==> config.mk <==
export PLATFORM = sky130hd
export DESIGN_NAME = math_mult_35_flat
export DESIGN_NICKNAME = d
export VERILOG_FILES = /design/src/hdl/mult_pkg.sv /design/src/hdl/mult_if.sv /design/src/hdl/shift_reg.sv /design/src/hdl/dsp_slice.sv /design/src/hdl/math_mult_35.sv /design/src/flat_wrapper.sv
export VERILOG_INCLUDE_DIRS = /design/src /design/src/include
export SDC_FILE = /design/constraint.sdc
export NUM_CORES = 2
export LEC_CHECK = 0
export BUFFER_PORTS_ARGS = -buffer_cell sky130_fd_sc_hd__buf_2
export CORE_MARGIN = 10
export CORE_UTILIZATION = 35
export DETAILED_ROUTE_END_ITERATION = 10
export MAX_ROUTING_LAYER = met4
export PLACE_DENSITY = 0.59
export SLEW_MARGIN = 10
export SYNTH_ARGS = -nofsm -noshare
export SYNTH_HDL_FRONTEND = slang
export SYNTH_SLANG_ARGS = --single-unit
==> constraint.sdc <==
create_clock -name clk -period 7.89 [get_ports clk]
set_clock_uncertainty 0.05 [all_clocks]
set_input_delay 1.578 -clock clk [delete_from_list [all_inputs] [get_ports clk]]
set_output_delay 1.578 -clock clk [all_outputs]
set_load 0.01 [all_outputs]
==> src/include/mult_macros.svh <==
`ifndef MULT_MACROS_SVH
`define MULT_MACROS_SVH

// operand widths
`define MULT_A_WIDTH    42
`define MULT_B_WIDTH    35

// full width of a times b
// the core returns only the low 70 bits of it
`define MULT_P_WIDTH    77

// enabled cycles from operands to product
`define MULT_LATENCY    6

// low split of both operands, also the cascade shift
`define MULT_LO_WIDTH   17

// apb bus
`define APB_ADDR_WIDTH  8
`define APB_DATA_WIDTH  32

`endif

==> src/hdl/mult_pkg.sv <==
`default_nettype none

`include "mult_macros.svh"

package mult_pkg;

  // result width kept by the core
  localparam int prod_width    = 2 * `MULT_B_WIDTH;
  localparam int prod_hi_width = prod_width - 2 * `MULT_LO_WIDTH;
  localparam int cascade_width = 48;

  typedef logic [`MULT_A_WIDTH-1:0] operand_a_t;
  typedef logic [`MULT_B_WIDTH-1:0] operand_b_t;
  typedef logic [prod_width-1:0]    product_t;
  typedef logic [cascade_width-1:0] cascade_t;

  // product as written by the slices
  typedef struct packed {
    logic [prod_hi_width-1:0]  hi;
    logic [`MULT_LO_WIDTH-1:0] mid;
    logic [`MULT_LO_WIDTH-1:0] lo;
  } product_seg_t;

  typedef union packed {
    product_t     flat;
    product_seg_t seg;
  } product_u;

endpackage

`default_nettype wire

==> src/hdl/mult_if.sv <==
`timescale 1ns/1ps
`default_nettype none

interface mult_if;

  import mult_pkg::*;

  logic       ena;
  operand_a_t dina;
  operand_b_t dinb;
  product_u   dout;

  // register block side
  modport ctrl (output ena, output dina, output dinb, input dout);

  // multiplier side
  modport core (input ena, input dina, input dinb, output dout);

endinterface

`default_nettype wire

==> src/hdl/shift_reg.sv <==
`timescale 1ns/1ps
`default_nettype none

module shift_reg #(
  parameter int WIDTH = 8,
  parameter int DEPTH = 1
) (
  input  logic             clk,
  input  logic             reset,
  input  logic             ena,
  input  logic [WIDTH-1:0] din,
  output logic [WIDTH-1:0] dout
);

  logic [DEPTH-1:0][WIDTH-1:0] pipe;

  always_ff @(posedge clk) begin
    if (reset) begin
      pipe <= '0;
    end else if (ena) begin
      pipe[0] <= din;
      for (int i = 1; i < DEPTH; i++) begin
        pipe[i] <= pipe[i-1];
      end
    end
  end

  assign dout = pipe[DEPTH-1];

endmodule

`default_nettype wire

==> src/hdl/dsp_slice.sv <==
`timescale 1ns/1ps
`default_nettype none

`include "mult_macros.svh"

module dsp_slice #(
  parameter int AREG       = 1,
  parameter int BREG       = 1,
  parameter bit B_CASCADE  = 1'b0,
  parameter bit PCIN_SHIFT = 1'b0,
  parameter bit USE_PCIN   = 1'b0
) (
  input  logic              clk,
  input  logic              reset,
  input  logic              ena,
  input  logic [24:0]       a,
  input  logic [17:0]       b,
  input  logic [17:0]       bcin,
  input  mult_pkg::cascade_t pcin,
  output logic [17:0]       bcout,
  output mult_pkg::cascade_t p,
  output mult_pkg::cascade_t pcout
);

  import mult_pkg::*;

  logic [AREG-1:0][24:0] a_pipe;
  logic [BREG-1:0][17:0] b_pipe;
  logic [17:0]           b_src;
  logic [42:0]           m_reg;
  cascade_t              pc_term;
  cascade_t              p_reg;

  assign b_src = B_CASCADE ? bcin : b;

  // partial sum from the previous slice
  always_comb begin
    if (!USE_PCIN) begin
      pc_term = '0;
    end else if (PCIN_SHIFT) begin
      pc_term = pcin >> `MULT_LO_WIDTH;
    end else begin
      pc_term = pcin;
    end
  end

  always_ff @(posedge clk) begin
    if (reset) begin
      a_pipe <= '0;
      b_pipe <= '0;
      m_reg  <= '0;
      p_reg  <= '0;
    end else if (ena) begin
      a_pipe[0] <= a;
      b_pipe[0] <= b_src;
      for (int i = 1; i < AREG; i++) begin
        a_pipe[i] <= a_pipe[i-1];
      end
      for (int i = 1; i < BREG; i++) begin
        b_pipe[i] <= b_pipe[i-1];
      end
      m_reg <= a_pipe[AREG-1] * b_pipe[BREG-1];
      p_reg <= {5'd0, m_reg} + pc_term;
    end
  end

  // cascade taps the first b stage so a deeper neighbour stays aligned
  assign bcout = b_pipe[0];
  assign p     = p_reg;
  assign pcout = p_reg;

endmodule

`default_nettype wire

==> src/hdl/math_mult_35.sv <==
`timescale 1ns/1ps
`default_nettype none

`include "mult_macros.svh"

module math_mult_35 (
  input logic  clk,
  input logic  reset,
  mult_if.core bus
);

  import mult_pkg::*;

  localparam int lo_w   = `MULT_LO_WIDTH;
  localparam int a_hi_w = `MULT_A_WIDTH - `MULT_LO_WIDTH;
  localparam int b_hi_w = `MULT_B_WIDTH - `MULT_LO_WIDTH;

  logic [b_hi_w+lo_w-1:0] s2_in;   // {b high, a low}, delay 1
  logic [lo_w-1:0]        s2_a;
  logic [b_hi_w-1:0]      s2_b;
  logic [a_hi_w-1:0]      s3_a;    // a high, delay 2

  logic [17:0] bc_01;              // b cascade, slice 0 -> 1
  logic [17:0] bc_23;              // b cascade, slice 2 -> 3
  cascade_t    pc_01;
  cascade_t    pc_12;
  cascade_t    pc_23;

  cascade_t    p0;
  cascade_t    p2;
  cascade_t    p3;

  logic [lo_w-1:0] lo_q;
  logic [lo_w-1:0] mid_q;

  //////////////////////////////////////////////////
  // input alignment

  shift_reg #(.WIDTH(b_hi_w + lo_w), .DEPTH(1)) u_dly_s2 (
    .clk   (clk),
    .reset (reset),
    .ena   (bus.ena),
    .din   ({bus.dinb[`MULT_B_WIDTH-1:lo_w], bus.dina[lo_w-1:0]}),
    .dout  (s2_in)
  );

  assign s2_a = s2_in[lo_w-1:0];
  assign s2_b = s2_in[b_hi_w+lo_w-1:lo_w];

  shift_reg #(.WIDTH(a_hi_w), .DEPTH(2)) u_dly_s3 (
    .clk   (clk),
    .reset (reset),
    .ena   (bus.ena),
    .din   (bus.dina[`MULT_A_WIDTH-1:lo_w]),
    .dout  (s3_a)
  );

  //////////////////////////////////////////////////
  // slices

  // a low times b low, product bits 16:0
  dsp_slice #(.AREG(1), .BREG(1)) u_slice_0 (
    .clk (clk), .reset (reset), .ena (bus.ena),
    .a     ({{(25-lo_w){1'b0}}, bus.dina[lo_w-1:0]}),
    .b     ({{(18-lo_w){1'b0}}, bus.dinb[lo_w-1:0]}),
    .bcin  (18'd0),
    .pcin  ('0),
    .bcout (bc_01),
    .p     (p0),
    .pcout (pc_01)
  );

  // a high times b low
  dsp_slice #(.AREG(2), .BREG(1), .B_CASCADE(1'b1), .PCIN_SHIFT(1'b1), .USE_PCIN(1'b1))
  u_slice_1 (
    .clk (clk), .reset (reset), .ena (bus.ena),
    .a     (bus.dina[`MULT_A_WIDTH-1:lo_w]),
    .b     (18'd0),
    .bcin  (bc_01),
    .pcin  (pc_01),
    .bcout (),
    .p     (),
    .pcout (pc_12)
  );

  // a low times b high, product bits 33:17
  dsp_slice #(.AREG(2), .BREG(2), .USE_PCIN(1'b1)) u_slice_2 (
    .clk (clk), .reset (reset), .ena (bus.ena),
    .a     ({{(25-lo_w){1'b0}}, s2_a}),
    .b     (s2_b),
    .bcin  (18'd0),
    .pcin  (pc_12),
    .bcout (bc_23),
    .p     (p2),
    .pcout (pc_23)
  );

  // a high times b high, product bits 69:34
  dsp_slice #(.AREG(2), .BREG(2), .B_CASCADE(1'b1), .PCIN_SHIFT(1'b1), .USE_PCIN(1'b1))
  u_slice_3 (
    .clk (clk), .reset (reset), .ena (bus.ena),
    .a     (s3_a),
    .b     (18'd0),
    .bcin  (bc_23),
    .pcin  (pc_23),
    .bcout (),
    .p     (p3),
    .pcout ()
  );

  //////////////////////////////////////////////////
  // output alignment

  shift_reg #(.WIDTH(lo_w), .DEPTH(3)) u_dly_lo (
    .clk (clk), .reset (reset), .ena (bus.ena),
    .din (p0[lo_w-1:0]), .dout (lo_q)
  );

  shift_reg #(.WIDTH(lo_w), .DEPTH(1)) u_dly_mid (
    .clk (clk), .reset (reset), .ena (bus.ena),
    .din (p2[lo_w-1:0]), .dout (mid_q)
  );

  assign bus.dout.seg = '{hi: p3[prod_hi_width-1:0], mid: mid_q, lo: lo_q};

endmodule

`default_nettype wire

==> src/flat_wrapper.sv <==
// flat-port wrapper written by rule: the top's interface ports become plain ports
module math_mult_35_flat import mult_pkg::*;
  (clk, reset, bus_ena, bus_dina, bus_dinb, bus_dout);
  mult_if bus_i ();
  input logic clk;
  input logic reset;
  input wire logic [$bits(bus_i.ena)-1:0] bus_ena;
  input wire logic [$bits(bus_i.dina)-1:0] bus_dina;
  input wire logic [$bits(bus_i.dinb)-1:0] bus_dinb;
  output wire logic [$bits(bus_i.dout)-1:0] bus_dout;
  assign bus_i.ena = bus_ena;
  assign bus_i.dina = bus_dina;
  assign bus_i.dinb = bus_dinb;
  assign bus_dout = bus_i.dout;
  math_mult_35 u_core (.clk(clk), .reset(reset), .bus(bus_i));
endmodule
==> flow_summary_export.csv <==
group,metric,value,unit
run_status,status,"completed",
finish,nFillCells,20700,
clock_network,path_clk_slew,0.06,ns
clock_network,clkSinkCount,629,
routing,vias_per_cell,4.92,
logic_synthesis,yosysUniqueCellTypes,99,
floorplan,num_rows,166,
grt,grt_antenna_before_repair,4,
worst_hold_path,hold_class,"register to register",
worst_hold_path,min_path_cells,2,
timing,worst-slew-pin-transition,1.29,ns
finish,drive_above_1_share,0.0599,
routing,drt_iter0_drc,3164,
logic_synthesis,netlist_area,72100,µm²
clock_network,cts_buffers,79,
floorplan,pin_count,150,
setup_path,cp_max_fo,26,
routing,drc,0,
setup_path,required,8.39,ns
logic_synthesis,ys_warn_count,0,
clock_network,cts_hold_buf,0,
floorplan,die_h,474,µm
timing,maxSlewHeadroom,0.139,
job,drv_cap,0,
clock_network,cts_setup_buffers,0,
logic_synthesis,ys_ff_latch,629,
placement,placed_cell_area,75600,µm²
timing,timing.fmax,139,MHz
timing,hold_viol,0,
logic_synthesis,synthFlopType,"dfxtp_1",
clock_network,h-tree-depth,3,
power,peakVddDrop,160,µV
grt,grt_pass1_wl,319000,µm
grt,grt_max_degree,142,
setup_path,critPathSlowestCell,"dfxtp_1",
setup_path,reg2regPathDepth,22,
setup_path,worstSetupStartpointType,"register",
timing,whs,0.397,ns
finish,multi_input_area,52000,µm²
grt,gr-usage-met2,0.301,
logic_synthesis,ys_async_sr_fraction,0,
timing,slew_violations,0,
timing,finalCritPeriodShare,0.912,
timing,rsz0062_at_grt,"false",
power,leakage,38.0,nW
floorplan,core_area,205000,µm²
finish,syn_to_final_growth,8.53,%
setup_path,worst-endpoint-arrival,7.70,ns
grt,grt_pass1_vias,56300,
setup_path,worstPathCellList,"and2_1 -> fa_1 -> inv_1 -> fa_1 -> fa_1 -> fa_1 -> inv_1 -> fa_1 -> inv_1 -> fa_1 -> inv_1 -> ha_1 -> a21o_1 -> a21oi_1 -> nor2_1 -> a2111oi_0 -> a21oi_1 -> buf_4 -> a211o_1 -> a211o_1 -> xnor2_1 -> o21ai_0",
clock_network,cts_root_buf,"clkbuf_16",
clock_network,clk_latency,0.70,ns
floorplan,floorplan.initialDensity,0.352,
routing,dr_total_vias,53400,
floorplan,die-area,224000,µm²
setup_path,cp-end-kind,"register",
power,p_per_area,104,nW/µm²
placement,dp_hpwl,158000,µm
timing,tns,0,ns
grt,grt_use_met3,0.0256,
timing,setup_viol,0,
logic_synthesis,netlist_instances,8207,
logic_synthesis,ys_seq_area_frac,0.175,
routing,wl_per_cell,18.4,µm
grt,grt_busiest_layer,"met2",
grt,grtUsageTotal,0.182,
finish,num-nets-final,9842,
routing,ant_nets,0,
clock_network,cts_resized,0,
finish,largest_reg_flops,50,
clock_network,clock_path_buffers,3,
grt,grt-ovfl-total,0,
setup_path,worst_path_most_repeated_cell,"fa_1",
timing,fin_crit,7.19,ns
logic_synthesis,avgSynthCellArea,8.78,µm²
routing,drtPass1Iterations,7,
logic_synthesis,synth_edf_count,0,
setup_path,crit_type,"register to register",
floorplan,die_width,474,µm
finish,seq_area,12600,µm²
grt,gr-usage-met1,0.235,
placement,portBuffers,149,
routing,drt_wl_total,200000,µm
placement,place_congestion,0.905,
logic_synthesis,synth_fp_nets,9943,
clock_network,cts_tree,"built",
finish,postLayoutCellArea,78200,µm²
setup_path,max_stage_delay,1.06,ns
-- path summary, 6_finish.rpt --
path	endpoint	from	slack (ns)
max	u_core.u_slice_1.m_reg[29]	u_core.u_slice_1.bcout[7]	0.70
min	u_core.u_slice_3.p[22]	u_core.u_slice_3.p[22]	0.40
min reg2reg	u_core.u_slice_3.p[22]	u_core.u_slice_3.p[22]	0.40
max reg2reg	u_core.u_slice_1.m_reg[29]	u_core.u_slice_1.bcout[7]	0.70
-- report_power, final --
part	internal, mW	leakage [nW]	switching, mW	total [mW]
sequential	3.26	5.10	0.161	3.43
combinational	0.375	31.6	0.596	0.971
clock	2.19	1.31	1.55	3.74
total	5.83	38.0	2.31	8.14
-- through the flow --
step / instances / utilization / worst slack, ns / power [mW]
after global routing: 10900 / 0.382 / 0.355 / 8.49
after detailed placement: 10700 / 0.369 / 0.738 / 4.47
after CTS: 10900 / 0.382 / 0.717 / 8.26
after floorplan: 8207 / - / 1.38 / 4.10
after global placement: 10700 / 0.369 / 0.755 / 4.45
final: 10900 / 0.382 / 0.696 / 8.14
-- layout by cell type, fill, tap and decap left out, types with 12 or more instances in the layout --
cell type | netlist | layout
clkbuf_8 | 0 | 12
and2_1 | 482 | 482
buf_2 | 1 | 147
dfxtp_1 | 629 | 629
or3_1 | 22 | 22
a31oi_1 | 30 | 30
a21oi_1 | 212 | 212
a21o_1 | 70 | 70
o31ai_1 | 16 | 16
o21a_1 | 33 | 33
nand2b_1 | 35 | 34
inv_1 | 1475 | 1474
nand3_1 | 49 | 49
xnor2_1 | 132 | 132
clkinv_2 | 0 | 13
nand2_1 | 1154 | 1154
nand4_1 | 19 | 19
xor2_1 | 77 | 77
ha_1 | 497 | 497
o21ai_0 | 153 | 153
nor3_1 | 55 | 55
mux2i_1 | 454 | 454
fa_1 | 1159 | 1159
clkbuf_16 | 0 | 80
and3_1 | 24 | 24
a211oi_1 | 46 | 46
o21bai_1 | 23 | 23
buf_4 | 18 | 158
nor2_1 | 645 | 643
nor2b_1 | 40 | 40
-- cells in the mapped netlist (16+ instances only) --
library cell  number  area [µm²]
a211oi_1          46         345
a21o_1            70         526
a21oi_1          212        1060
a31oi_1           30         188
and2_1           482        3020
and3_1            24         150
buf_1             69         259
buf_4             18         135
clkbuf_1         404        1520
dfxtp_1          629       12600
fa_1            1159       23200
ha_1             497        6220
inv_1           1475        5540
mux2i_1          454        4540
nand2_1         1154        4330
nand2b_1          35         219
nand3_1           49         245
nand4_1           19         119
nor2_1           645        2420
nor2b_1           40         250
nor3_1            55         275
o21a_1            33         248
o21ai_0          153         766
o21bai_1          23         173
o31ai_1           16         120
or3_1             22         138
xnor2_1          132        1160
xor2_1            77         674
-- cells by family (layout without fill, tap and decap cells) --
kind of cell	after synthesis	count (layout)	synth area share
AO/OA/AOI/OAI	706	706	0.0636
flip-flops	629	629	0.175
AND/OR/NAND/NOR	2584	2584	0.161
buffers and inverters	1967	1926	0.103
adder cells (fa/ha/maj)	1656	1656	0.408
other	0	3	0
XOR/XNOR	209	209	0.0254
multiplexers	456	456	0.0634
-- worst max-delay path, delay by kind of cell (launching register included) --
kind                       cells  cell delay [ns]
and+or+nand+nor                2             0.34
AOI/OAI and AO/OA              7             1.60
xor gates and xnor gates       1             0.34
buffers and inverters          5             0.45
DFF                            1             1.06
adders and majority gates      7             3.19
-- layout make-up --
type / count / area share
Multi-Input combinational cell: 5611 / 0.665
Inverter: 1475 / 0.0708
Tap cell: 2688 / 0.0430
Sequential cell: 629 / 0.161
Timing Repair Buffer: 310 / 0.0257
Antenna cell: 3 / 0.0000960
Clock inverter: 40 / 0.00589
Clock buffer: 101 / 0.0281
-- routing by layer --
metal,part of all wire,up-vias,routed length (µm)
li1,-,24900,-
met1,0.44,26900,88900
met2,0.48,1280,95700
met3,0.049,272,9730
met4,0.027,0,5440
met5,0,-,0
(Power assumes the default switching activity.)
