`src/include/mult_macros.svh`:
```
`ifndef MULT_MACROS_SVH
`define MULT_MACROS_SVH

// operand widths
`define MULT_A_WIDTH    42
`define MULT_B_WIDTH    35

// full width of a times b
// the core returns only the low 70 bits of it
`define MULT_P_WIDTH    77

// enabled cycles from operands to product
`define MULT_LATENCY    6

// low split of both operands, also the cascade shift
`define MULT_LO_WIDTH   17

// apb bus
`define APB_ADDR_WIDTH  8
`define APB_DATA_WIDTH  32

`endif

```
`src/hdl/mult_pkg.sv`:
```
`default_nettype none

`include "mult_macros.svh"

package mult_pkg;

  // result width kept by the core
  localparam int prod_width    = 2 * `MULT_B_WIDTH;
  localparam int prod_hi_width = prod_width - 2 * `MULT_LO_WIDTH;
  localparam int cascade_width = 48;

  typedef logic [`MULT_A_WIDTH-1:0] operand_a_t;
  typedef logic [`MULT_B_WIDTH-1:0] operand_b_t;
  typedef logic [prod_width-1:0]    product_t;
  typedef logic [cascade_width-1:0] cascade_t;

  // product as written by the slices
  typedef struct packed {
    logic [prod_hi_width-1:0]  hi;
    logic [`MULT_LO_WIDTH-1:0] mid;
    logic [`MULT_LO_WIDTH-1:0] lo;
  } product_seg_t;

  typedef union packed {
    product_t     flat;
    product_seg_t seg;
  } product_u;

endpackage

`default_nettype wire

```
`src/hdl/apb_pkg.sv`:
```
`default_nettype none

`include "mult_macros.svh"

package apb_pkg;

  // register offsets
  typedef enum logic [`APB_ADDR_WIDTH-1:0] {
    reg_a_lo   = 8'h00,
    reg_a_hi   = 8'h04,
    reg_b_lo   = 8'h08,
    reg_b_hi   = 8'h0c,
    reg_ctrl   = 8'h10,
    reg_status = 8'h14,
    reg_p0     = 8'h18,
    reg_p1     = 8'h1c,
    reg_p2     = 8'h20
  } mult_reg_e;

  // status register
  localparam int status_busy_bit = 0;
  localparam int status_done_bit = 1;

  // control register, start reads back as zero
  localparam int ctrl_start_bit = 0;

endpackage

`default_nettype wire

```
`src/hdl/mult_if.sv`:
```
`timescale 1ns/1ps
`default_nettype none

interface mult_if;

  import mult_pkg::*;

  logic       ena;
  operand_a_t dina;
  operand_b_t dinb;
  product_u   dout;

  // register block side
  modport ctrl (output ena, output dina, output dinb, input dout);

  // multiplier side
  modport core (input ena, input dina, input dinb, output dout);

endinterface

`default_nettype wire

```
`src/hdl/mult_apb_regs.sv`:
```
`timescale 1ns/1ps
`default_nettype none

`include "mult_macros.svh"

module mult_apb_regs (
  input  logic                       clk,
  input  logic                       reset,
  // apb slave
  input  logic [`APB_ADDR_WIDTH-1:0] paddr,
  input  logic                       psel,
  input  logic                       penable,
  input  logic                       pwrite,
  input  logic [`APB_DATA_WIDTH-1:0] pwdata,
  output logic [`APB_DATA_WIDTH-1:0] prdata,
  output logic                       pready,
  output logic                       pslverr,
  // multiplier core
  mult_if.ctrl                       bus
);

  import mult_pkg::*;
  import apb_pkg::*;

  localparam int dw        = `APB_DATA_WIDTH;
  localparam int cnt_width = $clog2(`MULT_LATENCY + 1);

  operand_a_t           a_reg;
  operand_b_t           b_reg;
  product_t             prod_reg;
  logic                 busy;
  logic                 done;
  logic [cnt_width-1:0] lat_cnt;
  logic                 lat_end;

  logic                 access;
  logic                 mapped;
  logic                 read_only;
  logic                 wr_en;
  logic                 start;
  logic [dw-1:0]        rd_data;

  //////////////////////////////////////////////////
  // register decode

  always_comb begin
    mapped    = 1'b1;
    read_only = 1'b0;
    rd_data   = '0;
    case (paddr)
      reg_a_lo: rd_data = a_reg[dw-1:0];
      reg_a_hi: rd_data = dw'(a_reg[`MULT_A_WIDTH-1:dw]);
      reg_b_lo: rd_data = b_reg[dw-1:0];
      reg_b_hi: rd_data = dw'(b_reg[`MULT_B_WIDTH-1:dw]);
      // start is a pulse, nothing to read
      reg_ctrl: rd_data = '0;
      reg_status: begin
        read_only                = 1'b1;
        rd_data[status_busy_bit] = busy;
        rd_data[status_done_bit] = done;
      end
      reg_p0: begin
        read_only = 1'b1;
        rd_data   = prod_reg[dw-1:0];
      end
      reg_p1: begin
        read_only = 1'b1;
        rd_data   = prod_reg[2*dw-1:dw];
      end
      reg_p2: begin
        read_only = 1'b1;
        rd_data   = dw'(prod_reg[prod_width-1:2*dw]);
      end
      default: mapped = 1'b0;
    endcase
  end

  assign access  = psel & penable;
  assign pready  = 1'b1;
  assign pslverr = access & (~mapped | (pwrite & (read_only | busy)));
  assign prdata  = (access & ~pwrite) ? rd_data : '0;

  // operands and ctrl are locked while a job runs
  assign wr_en = access & pwrite & mapped & ~read_only & ~busy;
  assign start = wr_en & (paddr == reg_ctrl) & pwdata[ctrl_start_bit];

  //////////////////////////////////////////////////
  // operand registers

  always_ff @(posedge clk) begin
    if (reset) begin
      a_reg <= '0;
      b_reg <= '0;
    end else if (wr_en) begin
      case (paddr)
        reg_a_lo: a_reg[dw-1:0]               <= pwdata;
        reg_a_hi: a_reg[`MULT_A_WIDTH-1:dw]   <= pwdata[`MULT_A_WIDTH-dw-1:0];
        reg_b_lo: b_reg[dw-1:0]               <= pwdata;
        reg_b_hi: b_reg[`MULT_B_WIDTH-1:dw]   <= pwdata[`MULT_B_WIDTH-dw-1:0];
        default: ;
      endcase
    end
  end

  //////////////////////////////////////////////////
  // job control

  assign lat_end = (lat_cnt == cnt_width'(`MULT_LATENCY));

  always_ff @(posedge clk) begin
    if (reset) begin
      busy     <= 1'b0;
      done     <= 1'b0;
      lat_cnt  <= '0;
      prod_reg <= '0;
    end else if (start) begin
      busy    <= 1'b1;
      done    <= 1'b0;
      lat_cnt <= '0;
    end else if (busy) begin
      if (lat_end) begin
        // pipeline has run its full latency on stable operands
        prod_reg <= bus.dout.flat;
        busy     <= 1'b0;
        done     <= 1'b1;
      end else begin
        lat_cnt <= lat_cnt + 1'b1;
      end
    end
  end

  assign bus.ena  = busy & ~lat_end;
  assign bus.dina = a_reg;
  assign bus.dinb = b_reg;

endmodule

`default_nettype wire

```
`src/flat_wrapper.sv`:
```
// flat-port wrapper written by rule: the top's interface ports become plain ports
module mult_apb_regs_flat import mult_pkg::*; import apb_pkg::*;
  (clk, reset, paddr, psel, penable, pwrite, pwdata, prdata, pready, pslverr, bus_ena, bus_dina, bus_dinb, bus_dout);
  mult_if bus_i ();
  input  logic clk;
  input  logic reset;
  input  logic [`APB_ADDR_WIDTH-1:0] paddr;
  input  logic psel;
  input  logic penable;
  input  logic pwrite;
  input  logic [`APB_DATA_WIDTH-1:0] pwdata;
  output logic [`APB_DATA_WIDTH-1:0] prdata;
  output logic pready;
  output logic pslverr;
  output wire logic [$bits(bus_i.ena)-1:0] bus_ena;
  output wire logic [$bits(bus_i.dina)-1:0] bus_dina;
  output wire logic [$bits(bus_i.dinb)-1:0] bus_dinb;
  input wire logic [$bits(bus_i.dout)-1:0] bus_dout;
  assign bus_ena = bus_i.ena;
  assign bus_dina = bus_i.dina;
  assign bus_dinb = bus_i.dinb;
  assign bus_i.dout = bus_dout;
  mult_apb_regs u_core (.clk(clk), .reset(reset), .paddr(paddr), .psel(psel), .penable(penable), .pwrite(pwrite), .pwdata(pwdata), .prdata(prdata), .pready(pready), .pslverr(pslverr), .bus(bus_i));
endmodule
```
`config.mk`:
```
export PLATFORM = sky130hd
export DESIGN_NAME = mult_apb_regs_flat
export DESIGN_NICKNAME = d
export VERILOG_FILES = /design/src/hdl/mult_pkg.sv /design/src/hdl/apb_pkg.sv /design/src/hdl/mult_if.sv /design/src/hdl/mult_apb_regs.sv /design/src/flat_wrapper.sv
export VERILOG_INCLUDE_DIRS = /design/src /design/src/include
export SDC_FILE = /design/constraint.sdc
export NUM_CORES = 1
export LEC_CHECK = 0
export ABC_CLOCK_PERIOD_IN_PS = 2100
export BUFFER_PORTS_ARGS = -buffer_cell sky130_fd_sc_hd__buf_2
export CAP_MARGIN = 5
export CORE_ASPECT_RATIO = 0.75
export CORE_MARGIN = 2
export CORE_UTILIZATION = 47
export CTS_CLUSTER_DIAMETER = 100
export DETAILED_ROUTE_END_ITERATION = 8
export PLACE_DENSITY = 0.75
export SLEW_MARGIN = 20
export SYNTH_ARGS = -nofsm -noshare
export SYNTH_HDL_FRONTEND = slang
export SYNTH_SLANG_ARGS = --single-unit
```
`constraint.sdc`:
```
create_clock -name clk -period 2.1 [get_ports clk]
set_clock_uncertainty 0.1 [all_clocks]
set_input_delay 0.315 -clock clk [delete_from_list [all_inputs] [get_ports clk]]
set_output_delay 0.315 -clock clk [all_outputs]
set_load 0.05 [all_outputs]
```
==> impl_metrics.yaml, run 1 <==
sta:
  fin_hold_ws_ps: 30.7
  worstMarginPinSlew_ps: 611
  fin_ws_ps: -404
  relSlewSlack_pct: 59.3
  fin_crit_sh_pct: 119
  max_freq_mhz: 399
  fin_setup_tns_ps: -11900
  rsz0062_at_grt: "yes"
  hold_viol: 0
  slew_viol_final: 0
  post-route-min-period_ps: 2500
  setup_viol: 33
synthesis:
  syn_nets: 950
  syn_area_per_cell_sq_um: 8.71
  yosys.cell_types.count: 51
  synth_edf_count: 0
  synthAdderAreaFrac_pct: 0.345
  synth_top_family_by_area: "simple AND/OR/NAND/NOR gates"
  async_flop_share_pct: 0
  synth-simple-area-share_pct: 24.2
  ys_seq_area_share_pct: 41.9
  ys_ff_latch: 152
  yosys_warnings: 0
  synthMuxAreaShare_pct: 15.4
  synth_area_sq_um: 7260
  synth_xor_area_share_pct: 0.241
  synth_compound_area_share_pct: 13.7
  ys.flop_type: "dfxtp_1"
  syn-instance-count: 833
pwr:
  switching_share_pct: 22.9
  internal_power_w: 0.00478
  irDropWorstVdd_uv: 536
  powerDensity_nw_per_um2: 598
  p_leak_nw: 4.34
  p_sw_w: 0.00142
  clkPwrFrac_pct: 47.1
  p_comb_share_pct: 6.4
  p_seq_share_pct: 46.5
outcome:
  failed_checks: "negative setup slack"
  outcome: "finished with violations"
floorplanning:
  die-area_sq_um: 16500
  die_x_um: 147
  core_sq_um: 15200
  fp.dieH_um: 112
  io_pins: 227
  std_cell_rows: 39
  start_util_pct: 47.8
flow_run:
  cap_violations: 0
finish:
  drive_gt1_share_pct: 36.5
  syn_to_final_growth_pct: 42.8
  largest_reg_flops: 70
  layout_common_cells: "190 x buf_2, 156 x nand2_1, 152 x dfxtp_1"
  fin_nets: 1216
  utilization_pct: 68.3
  layout_commonest_cell: "buf_2"
global_routing:
  antenna_found_initial: 3
  grt-ovfl-total: 0
  grt_pass1_vias: 6658
  grt_util_all_layers_pct: 29.3
  grt_max_degree: 63
  grt_pass1_wl_um: 37100
place:
  place_congestion: 0.947
  hpwlAfterDp_um: 17900
  io_buffers: 225
clock_tree:
  htree_num_levels: 4
  cts-root-buf: "clkbuf_16"
  max-clock-path-buffers: 2
  path_clk_slew_ps: 60
  cts_hold_buffers: 0
  clk_latency_ps: 420
  cts_sinks: 152
  cts_tree: "built"
  numCtsBuffers: 17
critical_path:
  crit_fanout: 10
  rrSetupSlack_ps: 190
  critical_path_class: "input pin to output port"
  worstPathRequired_ps: 1680
  end_kind: "output port"
  critPathArrivalTime_ps: 2090
  cp-start-kind: "input pin"
route:
  route.detailed.wl_per_inst_um: 18.4
  vias: 7013
  route.detailed.drc: 0
  vias_per_cell: 5.32
  drtIter0Drc: 505
  ant_nets: 0
  drt_wl_total_um: 24200
  drt_first_pass_iters: 5
hold_path:
  hold_class: "input pin to flop"
==> power by group through the flow <==
stage / logic [W] / clock network, W / registers (W)
4_1_cts: 0.000394 / 0.00294 / 0.00288
6_report: 0.000398 / 0.00292 / 0.00288
5_1_grt: 0.000429 / 0.00307 / 0.00288
3_3_place_gp: 0.000388 / 0 / 0.00295
2_1_floorplan: 0.000182 / 0 / 0.00295
3_5_place_dp: 0.000388 / 0 / 0.00295
==> worst paths after layout <==
kind	from	endpoint	cells after the start
setup / recovery	paddr[2]	prdata[23]	8
hold / removal	bus_dout[42]	u_core.prod_reg[42]$_SDFFE_PP0P_	3
setup reg to reg	u_core.busy$_SDFF_PP0_	u_core.bus.dinb[12]$_SDFFE_PP0P_	5
hold reg to reg	u_core.prod_reg[26]$_SDFFE_PP0P_	u_core.prod_reg[26]$_SDFFE_PP0P_	2
==> stage by stage <==
stage | cell area, sq um | std cells | total power [W] | setup slack [ps]
floorplan | 7650 | 833 | 0.00313 | -548
global placement | 9500 | 1281 | 0.00333 | -534
detailed placement | 9500 | 1281 | 0.00333 | -556
CTS | 10300 | 1317 | 0.00622 | -400
global route | 10400 | 1319 | 0.00638 | -445
finish | 10400 | 1319 | 0.00620 | -404
==> kinds of logic after synthesis <==
logic type / Yosys count
compound gates: 154
xor+xnor: 2
fa+ha+maj: 2
buf+inv: 68
flops: 152
mux: 109
other cells: 1
simple gates: 345
==> Yosys cell counts, drive strengths merged (3+ instances only) <==
cell / number / share of area, %
nand2: 156 / 8.1
dfxtp: 152 / 42
nand2b: 110 / 9.5
mux2i: 97 / 13
a21oi: 83 / 5.7
clkbuf: 53 / 2.7
a22oi: 24 / 2.5
nor2: 22 / 1.1
buf: 14 / 1.3
o22a: 13 / 1.6
a22o: 11 / 1.3
mux2: 11 / 1.7
nor3: 10 / 0.69
a221oi: 7 / 0.84
nand3: 7 / 0.48
nor2b: 7 / 0.60
and2: 6 / 0.52
nor4: 6 / 0.81
and3: 4 / 0.34
nor4b: 4 / 0.69
o31ai: 3 / 0.31
or2: 3 / 0.26
or4: 3 / 0.36
==> layout make-up <==
class	instances	area, sq um
fill	1257	4810
multi-input combinational	613	4310
sequential	152	3040
timing repair buffer	314	2190
clock buffer	23	468
tap	205	256
clock inverter	9	92.6
antenna	2	5.00
inverter	1	3.75
==> timing repair <==
item	in CTS	in global routing
resized for setup	72	9
buffers inserted	3	0
gates cloned	1	0
setup endpoints to repair	33	34
pin swaps	8	3
==> per-layer routing <==
layer  share of wire, %  global-route usage (%)  up-vias
met3                7.7                    6.48       41
li1                   -                       -     3405
met1                 49                    44.4     3283
met4                1.9                    7.95        2
met5              0.054                       0        -
met2                 41                    41.6      282
==> critical path, cell delays in order <==
cell and delay (ps):
buf_6 90, or4_4 550, nor4b_4 300, buf_4 180, o31ai_4 120, buf_12 220, a21oi_4 140, buf_8 160
Power figures use the tool's default switching activity.
==> inputs of run 2 (changes only) <==
--- a/config.mk
+++ b/config.mk
@@ -10,11 +10,10 @@
 export BUFFER_PORTS_ARGS = -buffer_cell sky130_fd_sc_hd__buf_2
 export CAP_MARGIN = 5
 export CORE_ASPECT_RATIO = 0.75
-export CORE_MARGIN = 2
-export CORE_UTILIZATION = 47
+export CORE_UTILIZATION = 45
 export CTS_CLUSTER_DIAMETER = 100
 export DETAILED_ROUTE_END_ITERATION = 8
-export PLACE_DENSITY = 0.75
+export PLACE_DENSITY = 0.73
 export SLEW_MARGIN = 20
 export SYNTH_ARGS = -nofsm -noshare
 export SYNTH_HDL_FRONTEND = slang
==> run 2 against run 1 <==
Non-clock buffer count down 8; the flow still finishes with violations (negative setup slack); combinational power about the same; count of clock-buffer cells in the layout down 5; utilization down 1.5 points; sequential power about the same; global-route usage about the same; die area up 1.1%; first-iteration DRC count down 6.5%; fmax down 0.93%; via count down 0.26%; cell count down 0.76%; sequential cell count unchanged.
==> impl_metrics.yaml, run 2 (synthesis results as in run 1) <==
clock_tree:
  clk_latency_ps: 420
  numCtsBuffers: 17
  cts_tree: "built"
  cts_hold_buffers: 0
  cts_sinks: 152
  path_clk_slew_ps: 60
  htree_num_levels: 4
  max-clock-path-buffers: 2
  cts-root-buf: "clkbuf_16"
floorplanning:
  start_util_pct: 46.9
  std_cell_rows: 39
  fp.dieH_um: 112
  io_pins: 227
  die_x_um: 149
  core_sq_um: 15500
  die-area_sq_um: 16600
sta:
  fin_crit_sh_pct: 120
  rsz0062_at_grt: "yes"
  slew_viol_final: 0
  worstMarginPinSlew_ps: 597
  fin_ws_ps: -428
  relSlewSlack_pct: 60.2
  setup_viol: 33
  max_freq_mhz: 396
  post-route-min-period_ps: 2530
  hold_viol: 0
critical_path:
  critPathArrivalTime_ps: 2110
  cp-start-kind: "input pin"
  critical_path_class: "input pin to output port"
  r2r_end: "u_core.bus.dinb[28]$_SDFFE_PP0P_"
  crit_fanout: 5
  crit-reg2reg-launch: "u_core.busy$_SDFF_PP0_"
  ff2ff_path_depth: 5
  end_kind: "output port"
  worstPathRequired_ps: 1680
  rrSetupSlack_ps: 140
  cp-startpoint: "paddr[2]"
route:
  route.detailed.drc: 0
  vias_per_cell: 5.34
  drt_first_pass_iters: 4
  vias: 6995
  ant_nets: 0
  drt_wl_total_um: 24100
  drtIter0Drc: 472
  route.detailed.wl_per_inst_um: 18.4
finish:
  fin_cells: 1309
  multi_input_area_sq_um: 4330
  antenna_cells: 0
  largest_reg_flops: 70
  syn_to_final_growth_pct: 42.3
  drive_gt1_share_pct: 36.7
  fin_nets: 1208
  register_area_sq_um: 3040
  layout_common_cells: "189 x buf_2, 156 x nand2_1, 152 x dfxtp_1"
  n_fill_cell: 1315
  utilization_pct: 66.8
  layout_commonest_cell: "buf_2"
pwr:
  p_leak_nw: 4.33
  internal_power_w: 0.00465
  p_seq_share_pct: 46.9
  irDropWorstVdd_uv: 494
  p_comb_share_pct: 6.5
  powerDensity_nw_per_um2: 595
  p_sw_w: 0.00150
  switching_share_pct: 24.4
  clkPwrFrac_pct: 46.6
outcome:
  outcome: "finished with violations"
  failed_checks: "negative setup slack"
hold_path:
  min_path_cells: 3
  hold-path-endpoint: "u_core.prod_reg[56]$_SDFFE_PP0P_"
  hold_class: "input pin to flop"
  hp-start: "bus_dout[56]"
place:
  place_congestion: 0.957
  io_buffers: 225
  dp_cells: 1275
  hpwlAfterDp_um: 17800
global_routing:
  grt_pass1_vias: 6519
  grt_pass1_wl_um: 36700
  grt-ovfl-total: 0
  grt_util_all_layers_pct: 29.2
  grt_max_degree: 99
  antenna_found_initial: 0
flow_run:
  cap_violations: 0
[run 2: cell types whose count changed in the layout (fill, tap and decap cells not counted), sizes merged, moves of 2 or more]
cell and change:
buf -8, diode -2, clkinvlp -4, clkinv +6
inv +4, clkbuf -5
[run 2: how the worst max path moves through the flow]
| stage | slack [ps] | to | cells after the start |
|---|---|---|---|
| finish | -430 | prdata[20] | 9 |
| CTS | -460 | prdata[24] | 9 |
| detailed placement | -560 | prdata[14] | 8 |
| global route | -450 | prdata[25] | 9 |
| global placement | -510 | prdata[20] | 9 |
| floorplan | -550 | prdata[11] | 6 |
[run 2: layout make-up]
| type | count | share of cell area, % |
|---|---|---|
| multi-input combinational | 613 | 41.9 |
| clock buffer | 18 | 4.25 |
| tap | 205 | 2.48 |
| inverter | 1 | 0.0364 |
| clock inverter | 14 | 1.11 |
| sequential | 152 | 29.5 |
| timing repair buffer | 306 | 20.7 |
[run 2: metal layers]
layer | global-route usage [%] | share of wire (%) | up-vias | wire length, um
met5 | 0 | 0 | - | 0
met4 | 9.28 | 1.9 | 0 | 452
met3 | 9.34 | 9.1 | 40 | 2190
met2 | 40.5 | 41 | 268 | 9890
met1 | 42.3 | 48 | 3291 | 11600
li1 | - | - | 3396 | -
[run 2: power by group through the flow]
| stage | logic (W) | clock network [W] | registers, W |
|---|---|---|---|
| 4_1_cts | 0.000392 | 0.00290 | 0.00288 |
| 3_3_place_gp | 0.000388 | 0 | 0.00295 |
| 2_1_floorplan | 0.000182 | 0 | 0.00295 |
| 3_5_place_dp | 0.000386 | 0 | 0.00295 |
| 6_report | 0.000398 | 0.00286 | 0.00288 |
| 5_1_grt | 0.000427 | 0.00305 | 0.00288 |
[run 2: per-stage QoR]
step | setup TNS (ps) | power (W) | cell area, sq um | setup slack (ps) | hold slack [ps]
3_3_place_gp | -33180 | 0.00333 | 9500 | -511 | 340
2_1_floorplan | -23880 | 0.00313 | 7650 | -548 | 332
4_1_cts | -12890 | 0.00617 | 10300 | -460 | 11.2
6_report | -11250 | 0.00614 | 10300 | -428 | 25.9
3_5_place_dp | -35050 | 0.00333 | 9500 | -558 | 346
5_1_grt | -12400 | 0.00636 | 10300 | -454 | 12.9
[run 2: worst max-delay path, cell delays in order]
cell	delay, ps
buf_6	90
or4_4	560
nor4b_4	240
buf_4	170
o31ai_4	140
buf_16	200
buf_12	130
nor2_4	100
buf_8	160
[run 2: timing repair]
action / in CTS / in global routing
gates resized for setup: 60 / 10
gates cloned: 1 / 0
buffers inserted: 2 / 0
endpoints found under the setup margin: 34 / 34
pin swaps: 7 / 3
